<file path="src/hdl/llki_pkg.sv">
`default_nettype none

package llki_pkg;

  // ----------------------------------------------------------------------
  // Register port
  // ----------------------------------------------------------------------

  // Byte address width and data width of the host register port
  localparam int ADDR_W = 8;
  localparam int DATA_W = 64;

  // Word addresses of the two host-visible registers
  localparam logic [ADDR_W-1:0] CTRLSTS_ADDR  = 8'h00;
  localparam logic [ADDR_W-1:0] SENDRECV_ADDR = 8'h08;

  // Bit positions in the control/status register
  localparam int CTRLSTS_READY_FOR_KEY = 0;
  localparam int CTRLSTS_RESP_WAITING  = 1;

  // ----------------------------------------------------------------------
  // Message format
  // ----------------------------------------------------------------------

  // Header field widths
  localparam int MSG_ID_W  = 8;
  localparam int STATUS_W  = 8;
  localparam int MSG_LEN_W = 16;

  // Message IDs, requests are even and their answers odd
  localparam logic [MSG_ID_W-1:0] MID_LOAD_KEY_REQ    = 8'h00;
  localparam logic [MSG_ID_W-1:0] MID_LOAD_KEY_ACK    = 8'h01;
  localparam logic [MSG_ID_W-1:0] MID_CLEAR_KEY_REQ   = 8'h02;
  localparam logic [MSG_ID_W-1:0] MID_CLEAR_KEY_ACK   = 8'h03;
  localparam logic [MSG_ID_W-1:0] MID_KEY_STATUS_REQ  = 8'h04;
  localparam logic [MSG_ID_W-1:0] MID_KEY_STATUS_RESP = 8'h05;
  localparam logic [MSG_ID_W-1:0] MID_ERROR_RESP      = 8'hFF;

  // Status codes returned in the response header
  localparam logic [STATUS_W-1:0] ST_GOOD            = 8'h00;
  localparam logic [STATUS_W-1:0] ST_KEY_PRESENT     = 8'h01;
  localparam logic [STATUS_W-1:0] ST_KEY_NOT_PRESENT = 8'h02;
  // Error codes
  localparam logic [STATUS_W-1:0] ST_BAD_MSG_ID      = 8'h10;
  localparam logic [STATUS_W-1:0] ST_BAD_MSG_LEN     = 8'h11;
  localparam logic [STATUS_W-1:0] ST_KEY_OVERWRITE   = 8'h12;
  localparam logic [STATUS_W-1:0] ST_BAD_KEY_LEN     = 8'h13;
  localparam logic [STATUS_W-1:0] ST_LOSS_OF_SYNC    = 8'h14;

  // Header word, msg_id sits in the lowest byte
  typedef struct packed {
    logic [DATA_W-MSG_LEN_W-STATUS_W-MSG_ID_W-1:0] rsvd;
    logic [MSG_LEN_W-1:0]                          msg_len;
    logic [STATUS_W-1:0]                           status;
    logic [MSG_ID_W-1:0]                           msg_id;
  } llki_hdr_t;

  // One send/receive word
  // Header view in idle, raw key word while a load is running
  typedef union packed {
    llki_hdr_t         hdr;
    logic [DATA_W-1:0] key;
  } llki_word_u;

  // ----------------------------------------------------------------------
  // Message engine FSM
  // ----------------------------------------------------------------------
  typedef enum logic [2:0] {
    IDLE,
    MSG_CHECK,
    LOAD_KEY_WORDS,
    WAIT_COMPLETE,
    CLEAR_KEY,
    RESPONSE
  } llki_state_e;

endpackage

`default_nettype wire

</file>
<file path="src/hdl/llki_msg_if.sv">
`timescale 1ns/1ps
`default_nettype none

// Send/receive traffic between register decode and message engine
interface llki_msg_if import llki_pkg::*; ();

  // Single-cycle strobes for the send/receive register
  logic       sr_wr;
  logic       sr_rd;

  // Word written by the host
  llki_word_u sr_wdata;

  // Response word and its valid level
  llki_word_u resp_word;
  logic       resp_waiting;

  // Register side
  modport decode (
    output sr_wr, sr_rd, sr_wdata,
    input  resp_word, resp_waiting
  );

  // FSM side
  modport engine (
    input  sr_wr, sr_rd, sr_wdata,
    output resp_word, resp_waiting
  );

endinterface

`default_nettype wire

</file>
<file path="src/hdl/llki_reg_decode.sv">
`timescale 1ns/1ps
`default_nettype none

module llki_reg_decode import llki_pkg::*; (
  input  logic              clk,
  input  logic              rst,

  // Host register port
  input  logic              reg_we_i,
  input  logic              reg_re_i,
  input  logic [ADDR_W-1:0] reg_addr_i,
  input  logic [DATA_W-1:0] reg_wdata_i,
  output logic [DATA_W-1:0] reg_rdata_o,
  output logic              reg_ack_o,
  output logic              reg_err_o,

  // Key side readiness, shown in the status register
  input  logic              key_ready_i,

  // Toward the message engine
  llki_msg_if.decode        msg
);

  // ----------------------------------------------------------------------
  // Address decode
  // ----------------------------------------------------------------------
  logic              sr_sel;
  logic              cs_sel;
  logic [1:0]        ctrlsts_q;
  logic [DATA_W-1:0] rdata_d;
  logic              err_d;

  assign sr_sel = (reg_addr_i == SENDRECV_ADDR);
  assign cs_sel = (reg_addr_i == CTRLSTS_ADDR);

  // Send/receive accesses go straight to the engine in the strobe cycle
  assign msg.sr_wr    = reg_we_i && sr_sel;
  assign msg.sr_rd    = reg_re_i && sr_sel;
  // Write data is not qualified, engine only looks at it with sr_wr
  assign msg.sr_wdata = reg_wdata_i;

  // Bad address on either access, or a write to the read-only status reg
  assign err_d = (reg_we_i && !sr_sel) ||
                 (reg_re_i && !sr_sel && !cs_sel);

  // ----------------------------------------------------------------------
  // Read mux
  // ----------------------------------------------------------------------
  always_comb begin
    rdata_d = '0;
    if (reg_re_i) begin
      if (cs_sel) begin
        // Only the two live status bits, rest reads as zero
        rdata_d[1:0] = ctrlsts_q;
      end else if (sr_sel && msg.resp_waiting) begin
        rdata_d = msg.resp_word;
      end
      // Reading send/receive with nothing pending gives zero
    end
  end

  // ----------------------------------------------------------------------
  // Status register
  // ----------------------------------------------------------------------
  // Sampled every cycle, so a response shows up here one cycle late
  always_ff @(posedge clk or posedge rst) begin
    if (rst) begin
      ctrlsts_q <= '0;
    end else begin
      ctrlsts_q[CTRLSTS_READY_FOR_KEY] <= key_ready_i;
      ctrlsts_q[CTRLSTS_RESP_WAITING]  <= msg.resp_waiting;
    end
  end

  // ----------------------------------------------------------------------
  // Access completion
  // ----------------------------------------------------------------------
  // Every strobe is answered exactly one cycle later
  // Data and error are zero outside the ack cycle
  always_ff @(posedge clk or posedge rst) begin
    if (rst) begin
      reg_ack_o   <= 1'b0;
      reg_err_o   <= 1'b0;
      reg_rdata_o <= '0;
    end else begin
      reg_ack_o   <= reg_we_i || reg_re_i;
      reg_err_o   <= err_d;
      reg_rdata_o <= rdata_d;
    end
  end

endmodule

`default_nettype wire

</file>
<file path="src/hdl/llki_msg_engine.sv">
`timescale 1ns/1ps
`default_nettype none

module llki_msg_engine import llki_pkg::*; (
  input  logic              clk,
  input  logic              rst,

  // From register decode
  llki_msg_if.engine        msg,

  // Discrete key interface
  output logic [DATA_W-1:0] key_data_o,
  output logic              key_valid_o,
  input  logic              key_ready_i,
  input  logic              key_complete_i,
  output logic              clear_key_o,
  input  logic              clear_key_ack_i
);

  // FSM state
  llki_state_e          state_q;
  llki_state_e          state_d;

  // Current message, turned into the response fields later
  logic [MSG_ID_W-1:0]  msg_id_q;
  logic [STATUS_W-1:0]  status_q;
  logic [MSG_LEN_W-1:0] msg_len_q;
  logic                 resp_waiting_q;

  // Per-cycle actions decided by the next-state logic
  logic                 load_hdr;
  logic                 fwd_word;
  logic                 dec_len;
  logic                 set_resp;
  logic [MSG_ID_W-1:0]  resp_id;
  logic [STATUS_W-1:0]  resp_st;
  logic                 resp_read;
  llki_word_u           resp_word_d;

  // Host has picked up the pending response
  assign resp_read = msg.sr_rd && resp_waiting_q;

  // ----------------------------------------------------------------------
  // Next-state logic
  // ----------------------------------------------------------------------
  always_comb begin
    state_d  = state_q;
    load_hdr = 1'b0;
    fwd_word = 1'b0;
    dec_len  = 1'b0;
    set_resp = 1'b0;
    resp_id  = msg_id_q;
    resp_st  = status_q;

    case (state_q)
      // Any send/receive write here is a header
      IDLE: begin
        if (msg.sr_wr) begin
          load_hdr = 1'b1;
          state_d  = MSG_CHECK;
        end
      end

      MSG_CHECK: begin
        case (msg_id_q)
          MID_LOAD_KEY_REQ: begin
            // Header plus at least one key word
            if (msg_len_q < 2) begin
              set_resp = 1'b1;
              resp_id  = MID_ERROR_RESP;
              resp_st  = ST_BAD_MSG_LEN;
              state_d  = RESPONSE;
            end else if (key_complete_i) begin
              // Never load over a live key
              set_resp = 1'b1;
              resp_id  = MID_ERROR_RESP;
              resp_st  = ST_KEY_OVERWRITE;
              state_d  = RESPONSE;
            end else begin
              state_d  = LOAD_KEY_WORDS;
            end
          end
          MID_CLEAR_KEY_REQ: begin
            if (msg_len_q != 1) begin
              set_resp = 1'b1;
              resp_id  = MID_ERROR_RESP;
              resp_st  = ST_BAD_MSG_LEN;
              state_d  = RESPONSE;
            end else begin
              state_d  = CLEAR_KEY;
            end
          end
          MID_KEY_STATUS_REQ: begin
            set_resp = 1'b1;
            state_d  = RESPONSE;
            if (msg_len_q != 1) begin
              resp_id = MID_ERROR_RESP;
              resp_st = ST_BAD_MSG_LEN;
            end else begin
              resp_id = MID_KEY_STATUS_RESP;
              resp_st = key_complete_i ? ST_KEY_PRESENT : ST_KEY_NOT_PRESENT;
            end
          end
          default: begin
            set_resp = 1'b1;
            resp_id  = MID_ERROR_RESP;
            resp_st  = ST_BAD_MSG_ID;
            state_d  = RESPONSE;
          end
        endcase
      end

      // msg_len counts the words still owed, header included
      LOAD_KEY_WORDS: begin
        if (msg.sr_wr) begin
          if (!key_ready_i) begin
            // Key side fell out of step, drop the word
            set_resp = 1'b1;
            resp_id  = MID_ERROR_RESP;
            resp_st  = ST_LOSS_OF_SYNC;
            state_d  = RESPONSE;
          end else if (msg_len_q == 2) begin
            // Last key word
            fwd_word = 1'b1;
            set_resp = 1'b1;
            resp_id  = MID_LOAD_KEY_ACK;
            resp_st  = ST_GOOD;
            state_d  = WAIT_COMPLETE;
          end else if (key_complete_i) begin
            // Key side is full but host still sends, so key length is wrong
            set_resp = 1'b1;
            resp_id  = MID_ERROR_RESP;
            resp_st  = ST_BAD_KEY_LEN;
            state_d  = CLEAR_KEY;
          end else begin
            fwd_word = 1'b1;
            dec_len  = 1'b1;
          end
        end
      end

      WAIT_COMPLETE: begin
        if (key_complete_i) begin
          state_d = RESPONSE;
        end
      end

      CLEAR_KEY: begin
        if (clear_key_ack_i) begin
          // An error on the way in keeps its own status
          if (msg_id_q != MID_ERROR_RESP) begin
            set_resp = 1'b1;
            resp_id  = MID_CLEAR_KEY_ACK;
            resp_st  = ST_GOOD;
          end
          state_d = RESPONSE;
        end
      end

      RESPONSE: begin
        if (resp_read) begin
          state_d = IDLE;
        end
      end

      default: begin
        state_d = IDLE;
      end
    endcase
  end

  // ----------------------------------------------------------------------
  // Control registers
  // ----------------------------------------------------------------------
  always_ff @(posedge clk or posedge rst) begin
    if (rst) begin
      state_q        <= IDLE;
      key_valid_o    <= 1'b0;
      resp_waiting_q <= 1'b0;
    end else begin
      state_q        <= state_d;
      // One pulse per forwarded word, the cycle after its write
      key_valid_o    <= fwd_word;
      // Rises on the second cycle in RESPONSE, drops right after the read
      resp_waiting_q <= (state_q == RESPONSE) && !resp_read;
    end
  end

  // ----------------------------------------------------------------------
  // Message fields and key data
  // ----------------------------------------------------------------------
  always_ff @(posedge clk) begin
    if (load_hdr) begin
      msg_id_q  <= msg.sr_wdata.hdr.msg_id;
      msg_len_q <= msg.sr_wdata.hdr.msg_len;
    end
    if (dec_len) begin
      msg_len_q <= msg_len_q - 1'b1;
    end
    if (set_resp) begin
      msg_id_q <= resp_id;
      status_q <= resp_st;
    end
    // Same word, now seen as raw key material
    if (fwd_word) begin
      key_data_o <= msg.sr_wdata.key;
    end
  end

  // Held high for the whole CLEAR_KEY stay, including the ack cycle
  assign clear_key_o = (state_q == CLEAR_KEY);

  // ----------------------------------------------------------------------
  // Response word
  // ----------------------------------------------------------------------
  always_comb begin
    resp_word_d             = '0;
    // All responses are a single header word
    resp_word_d.hdr.msg_len = 1;
    resp_word_d.hdr.status  = status_q;
    resp_word_d.hdr.msg_id  = msg_id_q;
  end

  assign msg.resp_word    = resp_word_d;
  assign msg.resp_waiting = resp_waiting_q;

endmodule

`default_nettype wire

</file>
<file path="src/hdl/llki_pp.sv">
`timescale 1ns/1ps
`default_nettype none

module llki_pp import llki_pkg::*; (
  input  logic              clk,
  input  logic              rst,

  // ----------------------------------------------------------------------
  // Host register port
  // ----------------------------------------------------------------------
  input  logic              reg_we_i,
  input  logic              reg_re_i,
  input  logic [ADDR_W-1:0] reg_addr_i,
  input  logic [DATA_W-1:0] reg_wdata_i,
  output logic [DATA_W-1:0] reg_rdata_o,
  output logic              reg_ack_o,
  output logic              reg_err_o,

  // ----------------------------------------------------------------------
  // Discrete key interface
  // ----------------------------------------------------------------------
  output logic [DATA_W-1:0] key_data_o,
  output logic              key_valid_o,
  input  logic              key_ready_i,
  input  logic              key_complete_i,
  output logic              clear_key_o,
  input  logic              clear_key_ack_i
);

  // Send/receive traffic and response between the two halves
  llki_msg_if msg_if ();

  // Register side, owns the address map and the status register
  llki_reg_decode i_reg_decode (
    .clk         (clk),
    .rst         (rst),
    .reg_we_i    (reg_we_i),
    .reg_re_i    (reg_re_i),
    .reg_addr_i  (reg_addr_i),
    .reg_wdata_i (reg_wdata_i),
    .reg_rdata_o (reg_rdata_o),
    .reg_ack_o   (reg_ack_o),
    .reg_err_o   (reg_err_o),
    .key_ready_i (key_ready_i),
    .msg         (msg_if.decode)
  );

  // Protocol FSM and key-side drive
  llki_msg_engine i_msg_engine (
    .clk             (clk),
    .rst             (rst),
    .msg             (msg_if.engine),
    .key_data_o      (key_data_o),
    .key_valid_o     (key_valid_o),
    .key_ready_i     (key_ready_i),
    .key_complete_i  (key_complete_i),
    .clear_key_o     (clear_key_o),
    .clear_key_ack_i (clear_key_ack_i)
  );

endmodule

`default_nettype wire

</file>
<file path="config.mk">
export PLATFORM = sky130hd
export DESIGN_NAME = llki_pp
export DESIGN_NICKNAME = d
export VERILOG_FILES = /design/src/hdl/llki_pkg.sv /design/src/hdl/llki_msg_if.sv /design/src/hdl/llki_reg_decode.sv /design/src/hdl/llki_msg_engine.sv /design/src/hdl/llki_pp.sv
export SDC_FILE = /design/constraint.sdc
export NUM_CORES = 1
export LEC_CHECK = 0
export BUFFER_PORTS_ARGS = -buffer_cell sky130_fd_sc_hd__buf_2
export CAP_MARGIN = 20
export CORE_ASPECT_RATIO = 1.1
export CORE_MARGIN = 2
export CORE_UTILIZATION = 48
export CTS_BUF_LIST = sky130_fd_sc_hd__clkbuf_4 sky130_fd_sc_hd__clkbuf_8 sky130_fd_sc_hd__clkbuf_16
export DETAILED_ROUTE_END_ITERATION = 8
export MAX_ROUTING_LAYER = met4
export PLACE_DENSITY = 0.8
export REMOVE_ABC_BUFFERS = 1
export SLEW_MARGIN = 15
export SYNTH_ARGS = -nofsm -noshare
export SYNTH_HDL_FRONTEND = slang
export SYNTH_SLANG_ARGS = --single-unit
export TNS_END_PERCENT = 20
</file>
<file path="constraint.sdc">
create_clock -name clk -period 8.4 [get_ports clk]
set_input_delay 0.84 -clock clk [delete_from_list [all_inputs] [get_ports clk]]
set_output_delay 0.84 -clock clk [all_outputs]
set_load 0.005 [all_outputs]
</file>
==> metrics.md, run 1 <==
| Metric | Value |
|---|---|
| Longest Clk Path Bufs | `2` |
| Static leakage | `2.63 nW` |
| Yosys top cell area share | `between 50 and 60%` |
| Antenna cells | `0` |
| Critical Path Fanout Max | `between 60 and 70` |
| Xor/xnor share of the synthesized area | `2.25%` |
| IO buf count | `roughly 160` |
| Endpoint class of the critical path | `flip-flop` |
| Mux share of post-synthesis cell area | `less than 1%` |
| Yosys warns | `0` |
| Max cap viols | `0` |
| Worst R2R Start | `i_msg_engine.msg_len_q[6]` |
| Sw power | `0.387 mW` |
| Hold WC Path Type | `reg -> reg` |
| Worst path slowest cell | `buf_4` |
| Crit path required time | `about 8.4 ns` |
| Pint | `between 1 and 1.5 mW` |
| CTS clk-pin slew, worst paths | `roughly 0.050 ns` |
| Synth Area in Adders | `less than 1%` |
| Num CTS Buffers | `17` |
| CP bufs+invs | `1` |
| CTS Hold Bufs | `0` |
| Synth Register Bits | `approximately 110` |
| Post-synth EDFFs | `92` |
| First-pass GRT wire length | `approximately 15000 microns` |
| Initial DRC count | `between 80 and 90` |
| Vias in the first global route | `about 3300` |
| Top delay family on crit path | `simple AND/OR/NAND/NOR gates` |
| DR DRC count | `0` |
| CP peak stage delay | `about 0.7 ns` |
| Initial Utilization | `~50%` |
| Nets | `around 630` |
| Post-CTS resize count | `0` |
| Seq/Total Area, Yosys | `roughly two thirds` |
| Wire per inst | `between 10 and 15 microns` |
| Pins Over Slew Limit | `0` |
| Async SR Flop Fraction | `between 10% and 20%` |
| Post-CTS Repair Setup Buffers | `0` |
| Outcome | `complete, no violations` |
| Critical path class | `reg -> reg` |
| Most common cell after layout, fill and taps aside | `buf_2` |
| Final hold vios | `0` |
| Unrepaired setup endpoints after global routing | `no` |
| Most frequent cells in the layout | `159 x buf_2, 92 x edfxtp_1, 51 x conb_1` |
| GRT Util Overall | `~18%` |
| Routability-driven placement congestion ratio | `0.882` |
| Core area | `slightly above 0.01 sq mm` |
| H-tree Lvls | `4` |
| R2R depth | `5` |
| Worst R2R Setup Slack | `about 5.6 ns` |
| Synth Area per Inst | `roughly 13 sq um` |
| Largest net degree at the start of global routing | `66` |
| Synth cell types | `56` |
| Worst-path cell chain | `nor4_4 -> and4_4 -> nand3_1 -> a211oi_4 -> buf_4` |
| Cell count after synthesis | `roughly 380` |
| Clock Power Share | `43.2%` |
| Dominant cells by area after synthesis | `edfxtp_1 55%, dfrtp_1 11%, buf_4 7.6%, nor2_1 2.2%, nor4_4 2.1%` |
| Layout cells sized above 1 | `37.5%` |
| Die ar. | `between 0.01 and 0.015 sq mm` |
| Antenna violations before repair | `0` |
| Die X | `102 microns` |
| Root Driver | `clkbuf_16` |
| Hold Startpoint | `i_msg_engine.msg.resp_waiting` |
| Compound-Gate Fraction of Synth Area | `around 7.3%` |
| CTS tree | `built` |
| Sequential Power Share | `between 40% and 50%` |
| Fmax achieved | `around 350 MHz` |
| Synth Flop Type | `edfxtp_1` |
| Drt via density | `~4.9` |
| Switching share of total power | `24.6%` |
| Detailed placement HPWL | `about 7100 microns` |
| Remaining Overflow, GRT | `0` |
| Final TNS setup | `0 ns` |
| Clock sinks | `between 100 and 150` |
| DRT antenna net count | `0` |
| Worst Skew | `~0.0059 ns` |
| Post-Synth Simple-Gate Area | `14.1%` |
| Worst EP arrival | `between 2 and 3 ns` |
| Io pins | `211` |
| Drt total wl | `9900 microns` |
| Comb power frac | `about 11%` |
| Vias | `3396` |
| Row cnt | `39` |
| Skew-Pair Late Insertion Delay | `0.40 ns` |
| Cell taking the most area after synthesis | `edfxtp_1` |
| Final min period | `roughly 2.8 ns` |
| Overall power | `about 1.6 mW` |
| Critical Path Source Type | `flip-flop` |
| PwrDens | `about 250 mW/mm^2` |
| Rel. slew slack | `approximately two fifths` |
| Main combinational cell family by area after synthesis | `simple AND/OR/NAND/NOR gates` |
| Worst hold path endpoint | `i_reg_decode.ctrlsts_q[1]` |
| Slew @ Worst Pin | `slightly above 0.9 ns` |
| Die Y | `~110 microns` |
| Post-Syn Area | `0.00506 sq mm` |
| Maximum VDD drop | `0.166 mV` |
| Setup violators final | `0` |
| RR Endpoint | `i_msg_engine.key_data_o[11]` |
| TritonRoute pass-1 iters | `5` |
| Area grow syn2layout | `25.8%` |
| Tcrit/Tclk final | `between 30% and 40%` |
| Hold-critical path depth | `0` |
==> layer usage <==
metal / GRT usage, % / routed length (microns) / up-vias
li1: - / - / 1619
met1: 19.3 / 3830 / 1590
met2: 29.9 / 5160 / 164
met3: 5.21 / 684 / 23
met5: - / 0 / -
met4: 8.71 / 231 / 0
==> power by group through the flow <==
| stage | sequential (mW) | clock, mW | combinational, mW |
|---|---|---|---|
| after CTS | 0.714 | 0.690 | 0.177 |
| after global placement | 0.721 | 0 | 0.169 |
| after floorplan | 0.709 | 0 | 0.125 |
| after detailed placement | 0.723 | 0 | 0.176 |
| final | 0.714 | 0.680 | 0.177 |
| after global routing | 0.721 | 0.714 | 0.196 |
==> cell usage after synthesis, types with 6 or more instances <==
| cell type | instances |
|---|---|
| buf_2 | 6 |
| inv_1 | 8 |
| o21ai_0 | 8 |
| o21a_1 | 6 |
| nor4_1 | 7 |
| a21oi_1 | 17 |
| buf_4 | 51 |
| nand3_1 | 8 |
| nor3_1 | 9 |
| dfrtp_1 | 22 |
| xnor2_1 | 9 |
| and2_1 | 12 |
| edfxtp_1 | 92 |
| nand2_1 | 17 |
| nor2_1 | 29 |
==> final cells by class <==
cell class / instances / area (sq um)
Timing Repair Buffer: 160 / 803
Inverter: 8 / 30.0
Fill cell: 870 / 3980
Clock inverter: 11 / 115
Sequential cell: 114 / 3310
Clock buffer: 20 / 448
Multi-Input combinational cell: 242 / 1480
Tap cell: 143 / 179
==> flip-flops by register name (all words and copies together) (netlist names) <==
name,cells
i_reg_decode.reg_ack_o,1
i_msg_engine.status_q,4
i_reg_decode.reg_rdata_o,13
i_msg_engine.msg_len_q,16
i_msg_engine.key_valid_o,1
i_msg_engine.key_data_o,64
i_reg_decode.ctrlsts_q,2
i_msg_engine.msg.resp_waiting,1
i_msg_engine.state_q,3
i_reg_decode.reg_err_o,1
i_msg_engine.msg_id_q,8
==> logic make-up after synthesis <==
kind of cell	Yosys count
flops	114
other cells	1
fa+ha+maj	3
mux	3
buf+inv	70
simple gates	118
compound gates	54
xor+xnor	13
==> how the worst max path moves through the flow <==
stage / slack (ns) / endpoint / depth (start not counted) / start
floorplan: 1.68 / i_msg_engine.key_valid_o / 3 / reg_addr_i[1]
global placement: 5.30 / i_msg_engine.msg_len_q[0] / 6 / reg_addr_i[1]
detailed placement: 5.24 / i_msg_engine.msg_len_q[0] / 6 / reg_addr_i[1]
CTS: 5.57 / i_msg_engine.key_data_o[24] / 5 / i_msg_engine.msg_len_q[6]
global route: 5.41 / i_msg_engine.key_data_o[33] / 5 / i_msg_engine.msg_len_q[6]
finish: 5.57 / i_msg_engine.key_data_o[11] / 5 / i_msg_engine.msg_len_q[6]
==> through the flow <==
step / instances / hold WS [ns] / util [%] / area [sq um] / setup slack [ns]
6_report: 698 / 0.421 / 61.6 / 6370 / 5.57
3_3_place_gp: 667 / 0.411 / 56.1 / 5800 / 5.30
3_5_place_dp: 667 / 0.407 / 56.1 / 5800 / 5.24
4_1_cts: 698 / 0.422 / 61.6 / 6370 / 5.57
5_1_grt: 698 / 0.441 / 61.6 / 6370 / 5.41
2_1_floorplan: 364 / 0.388 / - / 4810 / 1.68
(Power assumes the default switching activity.)
==> inputs of run 2 (changes only) <==
==> constraint.sdc (replaced) <==
create_clock -name clk -period 2.7 [get_ports clk]
set_input_delay 0.27 -clock clk [delete_from_list [all_inputs] [get_ports clk]]
set_output_delay 0.27 -clock clk [all_outputs]
set_load 0.005 [all_outputs]
==> run 2 against run 1 <==
Against the previous run: worst hold slack worse by 0.41 ns; die area did not move; combinational power grew to 3.3 times the previous value; register-to-register slack lost 5.4 ns; setup slack worse by 5.4 ns; clock power increased to 3.1 times the previous value; critical path depth increased by 1; design area up 1.1%.
==> metrics.md, run 2 (same netlist as run 1, synthesis figures left out) <==
| Metric | Value |
|---|---|
| Io pins | `211 (unchanged)` |
| Final hold vios | `0 (unchanged)` |
| Tcrit/Tclk final | `92.9% (+59 points)` |
| Top delay family on crit path | `simple AND/OR/NAND/NOR gates` |
| Slew @ Worst Pin | `0.769 ns (-0.161 ns)` |
| Initial Utilization | `48.9% (unchanged)` |
| Biggest regs | `i_msg_engine.key_data_o x64, i_msg_engine.msg_len_q x16, i_reg_decode.reg_rdata_o x13` |
| RR Endpoint | `i_msg_engine.msg_id_q[1]` |
| Die ar. | `0.0114 sq mm (unchanged)` |
| Final min period | `2.51 ns (-0.326 ns)` |
| Pre-CTS setup slack | `0.191 ns (-5.05 ns)` |
| Design area | `0.00644 sq mm (+1.1%)` |
| Static leakage | `2.69 nW (+2.0%)` |
| Root Driver | `clkbuf_16` |
| Multi-input combinational cell area | `0.00148 sq mm (unchanged)` |
| Remaining Overflow, GRT | `0 (unchanged)` |
| Clock sinks | `114 (unchanged)` |
| Max cap viols | `0 (unchanged)` |
| Critical path class | `reg -> reg` |
| Biggest register | `i_msg_engine.key_data_o` |
| Worst Skew | `0.00925 ns (+0.00340 ns)` |
| Most frequent CP cell | `nor4_4` |
| Layout cells sized above 1 | `38.2% (+0.74 points)` |
| DRT antenna net count | `0 (unchanged)` |
| Post-CTS Repair Setup Buffers | `0 (unchanged)` |
| Hold WC Path Type | `in -> async` |
| Num CTS Buffers | `17 (unchanged)` |
| Core area | `0.0103 sq mm (unchanged)` |
| GRT Util Overall | `17.8% (-0.13 points)` |
| Register Area | `0.00331 sq mm (unchanged)` |
| Unrepaired setup endpoints after global routing | `no` |
| Uppermost layer routed | `met4` |
| Nets | `629 (+0.64%)` |
| Antenna violations before repair | `0 (unchanged)` |
| Vias in the first global route | `3234 (-1.1%)` |
| Max reg flops | `64 (unchanged)` |
| Drt total wl | `9890 microns (-0.12%)` |
| Die Y | `112 microns (unchanged)` |
| TritonRoute pass-1 iters | `4 (-1)` |
| Row cnt | `39 (unchanged)` |
| Endpoint class of the critical path | `flip-flop` |
| Number of fill cells | `842 (-3.2%)` |
| Critical Path Fanout Max | `8 (-88%)` |
| Placed cell area | `0.00585 sq mm (+0.73%)` |
| Worst R2R Start | `i_msg_engine.msg_len_q[6]` |
| CP peak stage delay | `0.48 ns (-0.21 ns)` |
| Crit path required time | `2.85 ns (-5.58 ns)` |
| Fmax achieved | `399 MHz (+13%)` |
| Detailed placement HPWL | `7300 microns (+3.1%)` |
| WL met2 | `5220 microns (+1.2%)` |
| Worst R2R Setup Slack | `0.19 ns (-5.37 ns)` |
| Antenna cells | `0 (unchanged)` |
| Post-CTS resize count | `0 (unchanged)` |
| H-tree Lvls | `4 (unchanged)` |
| Wire per inst | `14.1 microns (-0.83%)` |
| Critical Path Source Type | `flip-flop` |
| Pins Over Slew Limit | `0 (unchanged)` |
| Largest net degree at the start of global routing | `44 (-33%)` |
| R2R depth | `6 (+1)` |
| Area grow syn2layout | `27.2%` |
| Most frequent cells in the layout | `159 x buf_2, 92 x edfxtp_1, 51 x conb_1` |
| Setup violators final | `0 (unchanged)` |
| CP bufs+invs | `0 (-1)` |
| Worst path slowest cell | `edfxtp_1` |
| Rel. slew slack | `48.7% (+11 points)` |
| Worst EP arrival | `2.66 ns (-0.20 ns)` |
| Fin util | `62.2% (+0.69 points)` |
| Die X | `102 microns (unchanged)` |
| Final TNS setup | `0 ns (unchanged)` |
| Most common cell after layout, fill and taps aside | `buf_2` |
| CTS Hold Bufs | `0 (unchanged)` |
| Wire length on met3 | `667 microns (-2.5%)` |
| Worst-path cell chain | `nor4_4 -> and4_2 -> o22ai_2 -> nor4_4 -> or2_1 -> mux2_4` |
| Vias | `3413 (+0.50%)` |
| Drt via density | `4.85 (-0.21%)` |
| WL met1 | `3790 microns (-0.99%)` |
| Final worst slack | `0.193 ns (-5.37 ns)` |
| Routability-driven placement congestion ratio | `0.922 (+4.5%)` |
| First-pass GRT wire length | `15000 microns (-0.41%)` |
| DR DRC count | `0 (unchanged)` |
| Maximum VDD drop | `0.455 mV (+170%)` |
| Outcome | `complete, no violations` |
| PwrDens | `767 mW/mm^2 (+210%)` |
| CTS tree | `built` |
| Initial DRC count | `157 (+94%)` |
| Skew-Pair Late Insertion Delay | `0.40 ns (about the same)` |
| CTS clk-pin slew, worst paths | `0.05 ns (about the same)` |
| Longest Clk Path Bufs | `2 (unchanged)` |
| IO buf count | `159 (unchanged)` |
==> run 2: cell types whose count changed in the layout (fill, tap and decap cells not counted), moves of 2 or more <==
cell	change
clkbuf_16	+3
bufinv_16	-2
inv_4	+2
clkinvlp_4	-3
buf_4	+3
clkbuf_8	+2
==> run 2: area by class of cell <==
cell class              instances  area share [%]
well taps                     143            2.78
flip-flops and latches        114            51.5
repair buffers                164            13.1
clock inverters                 7           0.641
inverters                       8           0.466
multi-input cells             242            23.0
clock buffers                  25            8.55
==> run 2: worst max path at each step <==
| stage | cells past startpoint | startpoint | end | slack (ns) |
|---|---|---|---|---|
| detailed placement | 6 | i_msg_engine.msg_len_q[6] | i_msg_engine.msg_id_q[1] | 0.19 |
| finish | 6 | i_msg_engine.msg_len_q[6] | i_msg_engine.msg_id_q[1] | 0.19 |
| global route | 6 | i_msg_engine.msg_len_q[6] | i_msg_engine.msg_id_q[1] | 0.05 |
| CTS | 6 | i_msg_engine.msg_len_q[6] | i_msg_engine.msg_id_q[1] | 0.19 |
| global placement | 6 | i_msg_engine.msg_len_q[6] | i_msg_engine.msg_id_q[2] | 0.32 |
| floorplan | 4 | i_msg_engine.msg_len_q[6] | i_msg_engine.key_valid_o | -4.00 |
==> run 2: metrics by stage <==
| step | total power [mW] | hold slack (ns) | instances |
|---|---|---|---|
| final | 4.94 | 0.00817 | 703 |
| after global routing | 5.12 | 0.0238 | 703 |
| after CTS | 4.96 | 0.0219 | 703 |
| after detailed placement | 2.82 | 0.415 | 671 |
| after global placement | 2.79 | 0.412 | 671 |
| after floorplan | 2.60 | 0.259 | 364 |
==> run 2: power by group <==
| part | switching, mW | internal, mW |
|---|---|---|
| registers | 0.154 | 2.07 |
| logic | 0.315 | 0.268 |
| clock network | 0.723 | 1.41 |
==> run 2: layer usage <==
layer  track usage [%]  vias up
met5                 -        -
met4              7.73        0
met3              5.52       20
met2              30.4      162
met1              18.7     1604
li1                  -     1627
==> run 2: worst register-to-register path, cell delays in order (launching register included) <==
cell	delay [ns]
edfxtp_1	0.48
nor4_4	0.39
and4_2	0.35
o22ai_2	0.12
nor4_4	0.23
or2_1	0.36
mux2_4	0.33
==> inputs of run 3 (changes only) <==
--- a/config.mk
+++ b/config.mk
@@ -5,15 +5,15 @@
 export SDC_FILE = /design/constraint.sdc
 export NUM_CORES = 1
 export LEC_CHECK = 0
-export BUFFER_PORTS_ARGS = -buffer_cell sky130_fd_sc_hd__buf_2
 export CAP_MARGIN = 20
 export CORE_ASPECT_RATIO = 1.1
 export CORE_MARGIN = 2
-export CORE_UTILIZATION = 48
+export CORE_UTILIZATION = 60
 export CTS_BUF_LIST = sky130_fd_sc_hd__clkbuf_4 sky130_fd_sc_hd__clkbuf_8 sky130_fd_sc_hd__clkbuf_16
 export DETAILED_ROUTE_END_ITERATION = 8
+export DONT_BUFFER_PORTS = 1
 export MAX_ROUTING_LAYER = met4
-export PLACE_DENSITY = 0.8
+export PLACE_DENSITY = 0.76
 export REMOVE_ABC_BUFFERS = 1
 export SLEW_MARGIN = 15
 export SYNTH_ARGS = -nofsm -noshare
==> constraint.sdc (replaced) <==
create_clock -name clk -period 2.7 [get_ports clk]
set_input_delay 0.135 -clock clk [delete_from_list [all_inputs] [get_ports clk]]
set_output_delay 0.135 -clock clk [all_outputs]
set_load 0.005 [all_outputs]
==> run 3 against run 2 <==
Against the previous run: setup slack worse by 0.0034 ns; clock skew down 0.0019 ns; total power up 1.5%; critical path depth up 3; via count down 5.3%; first-iteration DRC count up 43%.
==> metrics.md, run 3 (same netlist as run 1, synthesis figures left out) <==
| Metric | Value |
|---|---|
| CTS tree | `built` |
| Clock sinks | `114 (unchanged)` |
| Core area | `0.00828 sq mm (-20%)` |
| Hold Startpoint | `key_complete_i` |
| DRT antenna net count | `0 (unchanged)` |
| Worst hold path endpoint | `i_msg_engine.msg_len_q[1]` |
| Crit path required time | `2.95 ns (+0.10 ns)` |
| Critical path class | `reg -> reg` |
| DR DRC count | `0 (unchanged)` |
| Unrepaired setup endpoints after global routing | `no` |
| Vias | `3232 (-5.3%)` |
| PwrDens | `792 mW/mm^2 (+3.3%)` |
| RR Endpoint | `i_msg_engine.msg_id_q[6]` |
| Die X | `91.6 microns (-10%)` |
| WL met2 | `6210 microns (+19%)` |
| Die Y | `100 microns (-10%)` |
| GRT Util Overall | `27.0% (+9.2 points)` |
| TritonRoute pass-1 iters | `4 (unchanged)` |
| Most common cell after layout, fill and taps aside | `edfxtp_1` |
| Uppermost layer routed | `met4` |
| Routability-driven placement congestion ratio | `0.882 (-4.3%)` |
| Row cnt | `35 (-10%)` |
| Nets | `543 (-14%)` |
| Critical Path Fanout Max | `9 (+1)` |
| Io pins | `211 (unchanged)` |
| IO buf count | `0 (-100%)` |
| Fin cells | `585 (-17%)` |
| Overall power | `5.01 mW (+1.5%)` |
| R2R depth | `9 (+3)` |
| Slew @ Worst Pin | `0.927 ns (+0.158 ns)` |
| Largest net degree at the start of global routing | `34 (-23%)` |
| Final min period | `2.51 ns (+0.00336 ns)` |
| Pins Over Slew Limit | `0 (unchanged)` |
| Critical Path Source Type | `flip-flop` |
| First-pass GRT wire length | `17800 microns (+19%)` |
| Fmax achieved | `398 MHz (-0.13%)` |
| Design area | `0.00633 sq mm (-1.7%)` |
| Post-CTS resize count | `0 (unchanged)` |
| Initial Utilization | `61.1% (+12 points)` |
| Wire per inst | `20.3 microns (+44%)` |
| Worst EP arrival | `2.76 ns (+0.10 ns)` |
| Longest Clk Path Bufs | `2 (unchanged)` |
| Die ar. | `0.00919 sq mm (-19%)` |
| CTS clk-pin slew, worst paths | `0.06 ns (about the same)` |
| Endpoint class of the critical path | `flip-flop` |
| Fin util | `76.5% (+14 points)` |
| Max reg flops | `64 (unchanged)` |
| Biggest register | `i_msg_engine.key_data_o` |
| Wire length on met3 | `1060 microns (+59%)` |
| Drt total wl | `11900 microns (+20%)` |
| Layout cells sized above 1 | `11.6% (-27 points)` |
| Detailed placement HPWL | `6990 microns (-4.3%)` |
| Dpl cells | `480 (-28%)` |
| Hold-critical path depth | `4` |
| Rel. slew slack | `38.1% (-11 points)` |
| Placed cell area | `0.00502 sq mm (-14%)` |
| Static leakage | `2.31 nW (-14%)` |
| Outcome | `complete, no violations` |
| Maximum VDD drop | `0.488 mV (+7.2%)` |
| Num CTS Buffers | `17 (unchanged)` |
| Worst Skew | `0.00731 ns (-0.00194 ns)` |
| Hold WS | `0.0130 ns (+0.00478 ns)` |
| Root Driver | `clkbuf_8` |
| Drt via density | `5.52 (+14%)` |
| Tcrit/Tclk final | `93.0% (+0.12 points)` |
| Setup violators final | `0 (unchanged)` |
| Final TNS setup | `0 ns (unchanged)` |
| Max cap viols | `0 (unchanged)` |
| Biggest regs | `i_msg_engine.key_data_o x64, i_msg_engine.msg_len_q x16, i_reg_decode.reg_rdata_o x13` |
| H-tree Lvls | `4 (unchanged)` |
| WL met1 | `4370 microns (+15%)` |
| Final worst slack | `0.189 ns (-0.00336 ns)` |
| Pre-CTS setup slack | `0.217 ns (+0.0257 ns)` |
| Vias in the first global route | `3136 (-3.0%)` |
| Antenna cells | `0 (unchanged)` |
| Area grow syn2layout | `25.0%` |
| Remaining Overflow, GRT | `0 (unchanged)` |
| Worst R2R Start | `i_msg_engine.msg_len_q[1]` |
| Initial DRC count | `225 (+43%)` |
| Skew-Pair Late Insertion Delay | `0.50 ns (+0.10 ns)` |
| Most frequent cells in the layout | `92 x edfxtp_1, 73 x dlygate4sd3_1, 51 x conb_1` |
| Hold WC Path Type | `in -> reg` |
| Antenna violations before repair | `0 (unchanged)` |
| Final hold vios | `0 (unchanged)` |
| Worst R2R Setup Slack | `0.19 ns (about the same)` |
[run 3: cell count changes in the layout (fill, tap and decap cells not counted)]
cell and change:
inv_6 +4, clkinv_2 -2, clkinvlp_4 +4, clkbuf_4 -2, dlygate4sd3_1 +73, buf_12 +1, buf_2 -159, bufinv_16 +2
inv_4 -2, clkbuf_16 -4, clkbuf_8 -1, buf_4 -1, clkinv_4 +1
[run 3: cell type report]
class	instances	area (sq um)
multi-input combinational	242	1480
sequential	114	3310
clock buffer	18	422
timing repair buffer	78	793
tap	111	139
clock inverter	14	153
fill	453	1950
inverter	8	30.0
[run 3: critical path, cell delays in order, from the launching register on]
cell and delay, ns:
edfxtp_1 0.45, inv_1 0.13, ha_1 0.19, nor4b_1 0.27
nand4_1 0.26, o22ai_2 0.22, nor4_4 0.07, or2_1 0.30
buf_4 0.19, o21a_1 0.18
[run 3: how the worst max path moves through the flow]
stage / cells after the start / start / endpoint / slack, ns
2_1_floorplan: 4 / i_msg_engine.msg_len_q[6] / i_msg_engine.key_valid_o / -4.00
3_3_place_gp: 8 / i_msg_engine.msg_len_q[1] / i_msg_engine.msg_id_q[1] / 0.37
3_5_place_dp: 9 / i_msg_engine.msg_len_q[1] / i_msg_engine.msg_id_q[6] / 0.22
4_1_cts: 9 / i_msg_engine.msg_len_q[1] / i_msg_engine.msg_id_q[6] / 0.20
5_1_grt: 9 / i_msg_engine.msg_len_q[1] / i_msg_engine.msg_id_q[6] / 0.01
6_report: 9 / i_msg_engine.msg_len_q[1] / i_msg_engine.msg_id_q[6] / 0.19
[run 3: repair_timing]
item                       CTS  global route
hold endpoints to repair   118             0
hold buffers                73             0
buffers inserted             0             0
setup endpoints to repair    0             0
[run 3: routing by layer]
layer / vias up / track usage (%)
met2: 198 / 46.5
met4: 0 / 9.79
met3: 20 / 6.08
met5: - / -
met1: 1554 / 31.3
li1: 1460 / -
[run 3: power breakdown]
part	leakage (nW)	internal (mW)	switching [mW]	total [mW]
Clock	0.272	1.33	0.828	2.16
Sequential	1.12	2.06	0.173	2.24
Combinational	0.915	0.294	0.322	0.616
Total	2.31	3.69	1.32	5.01
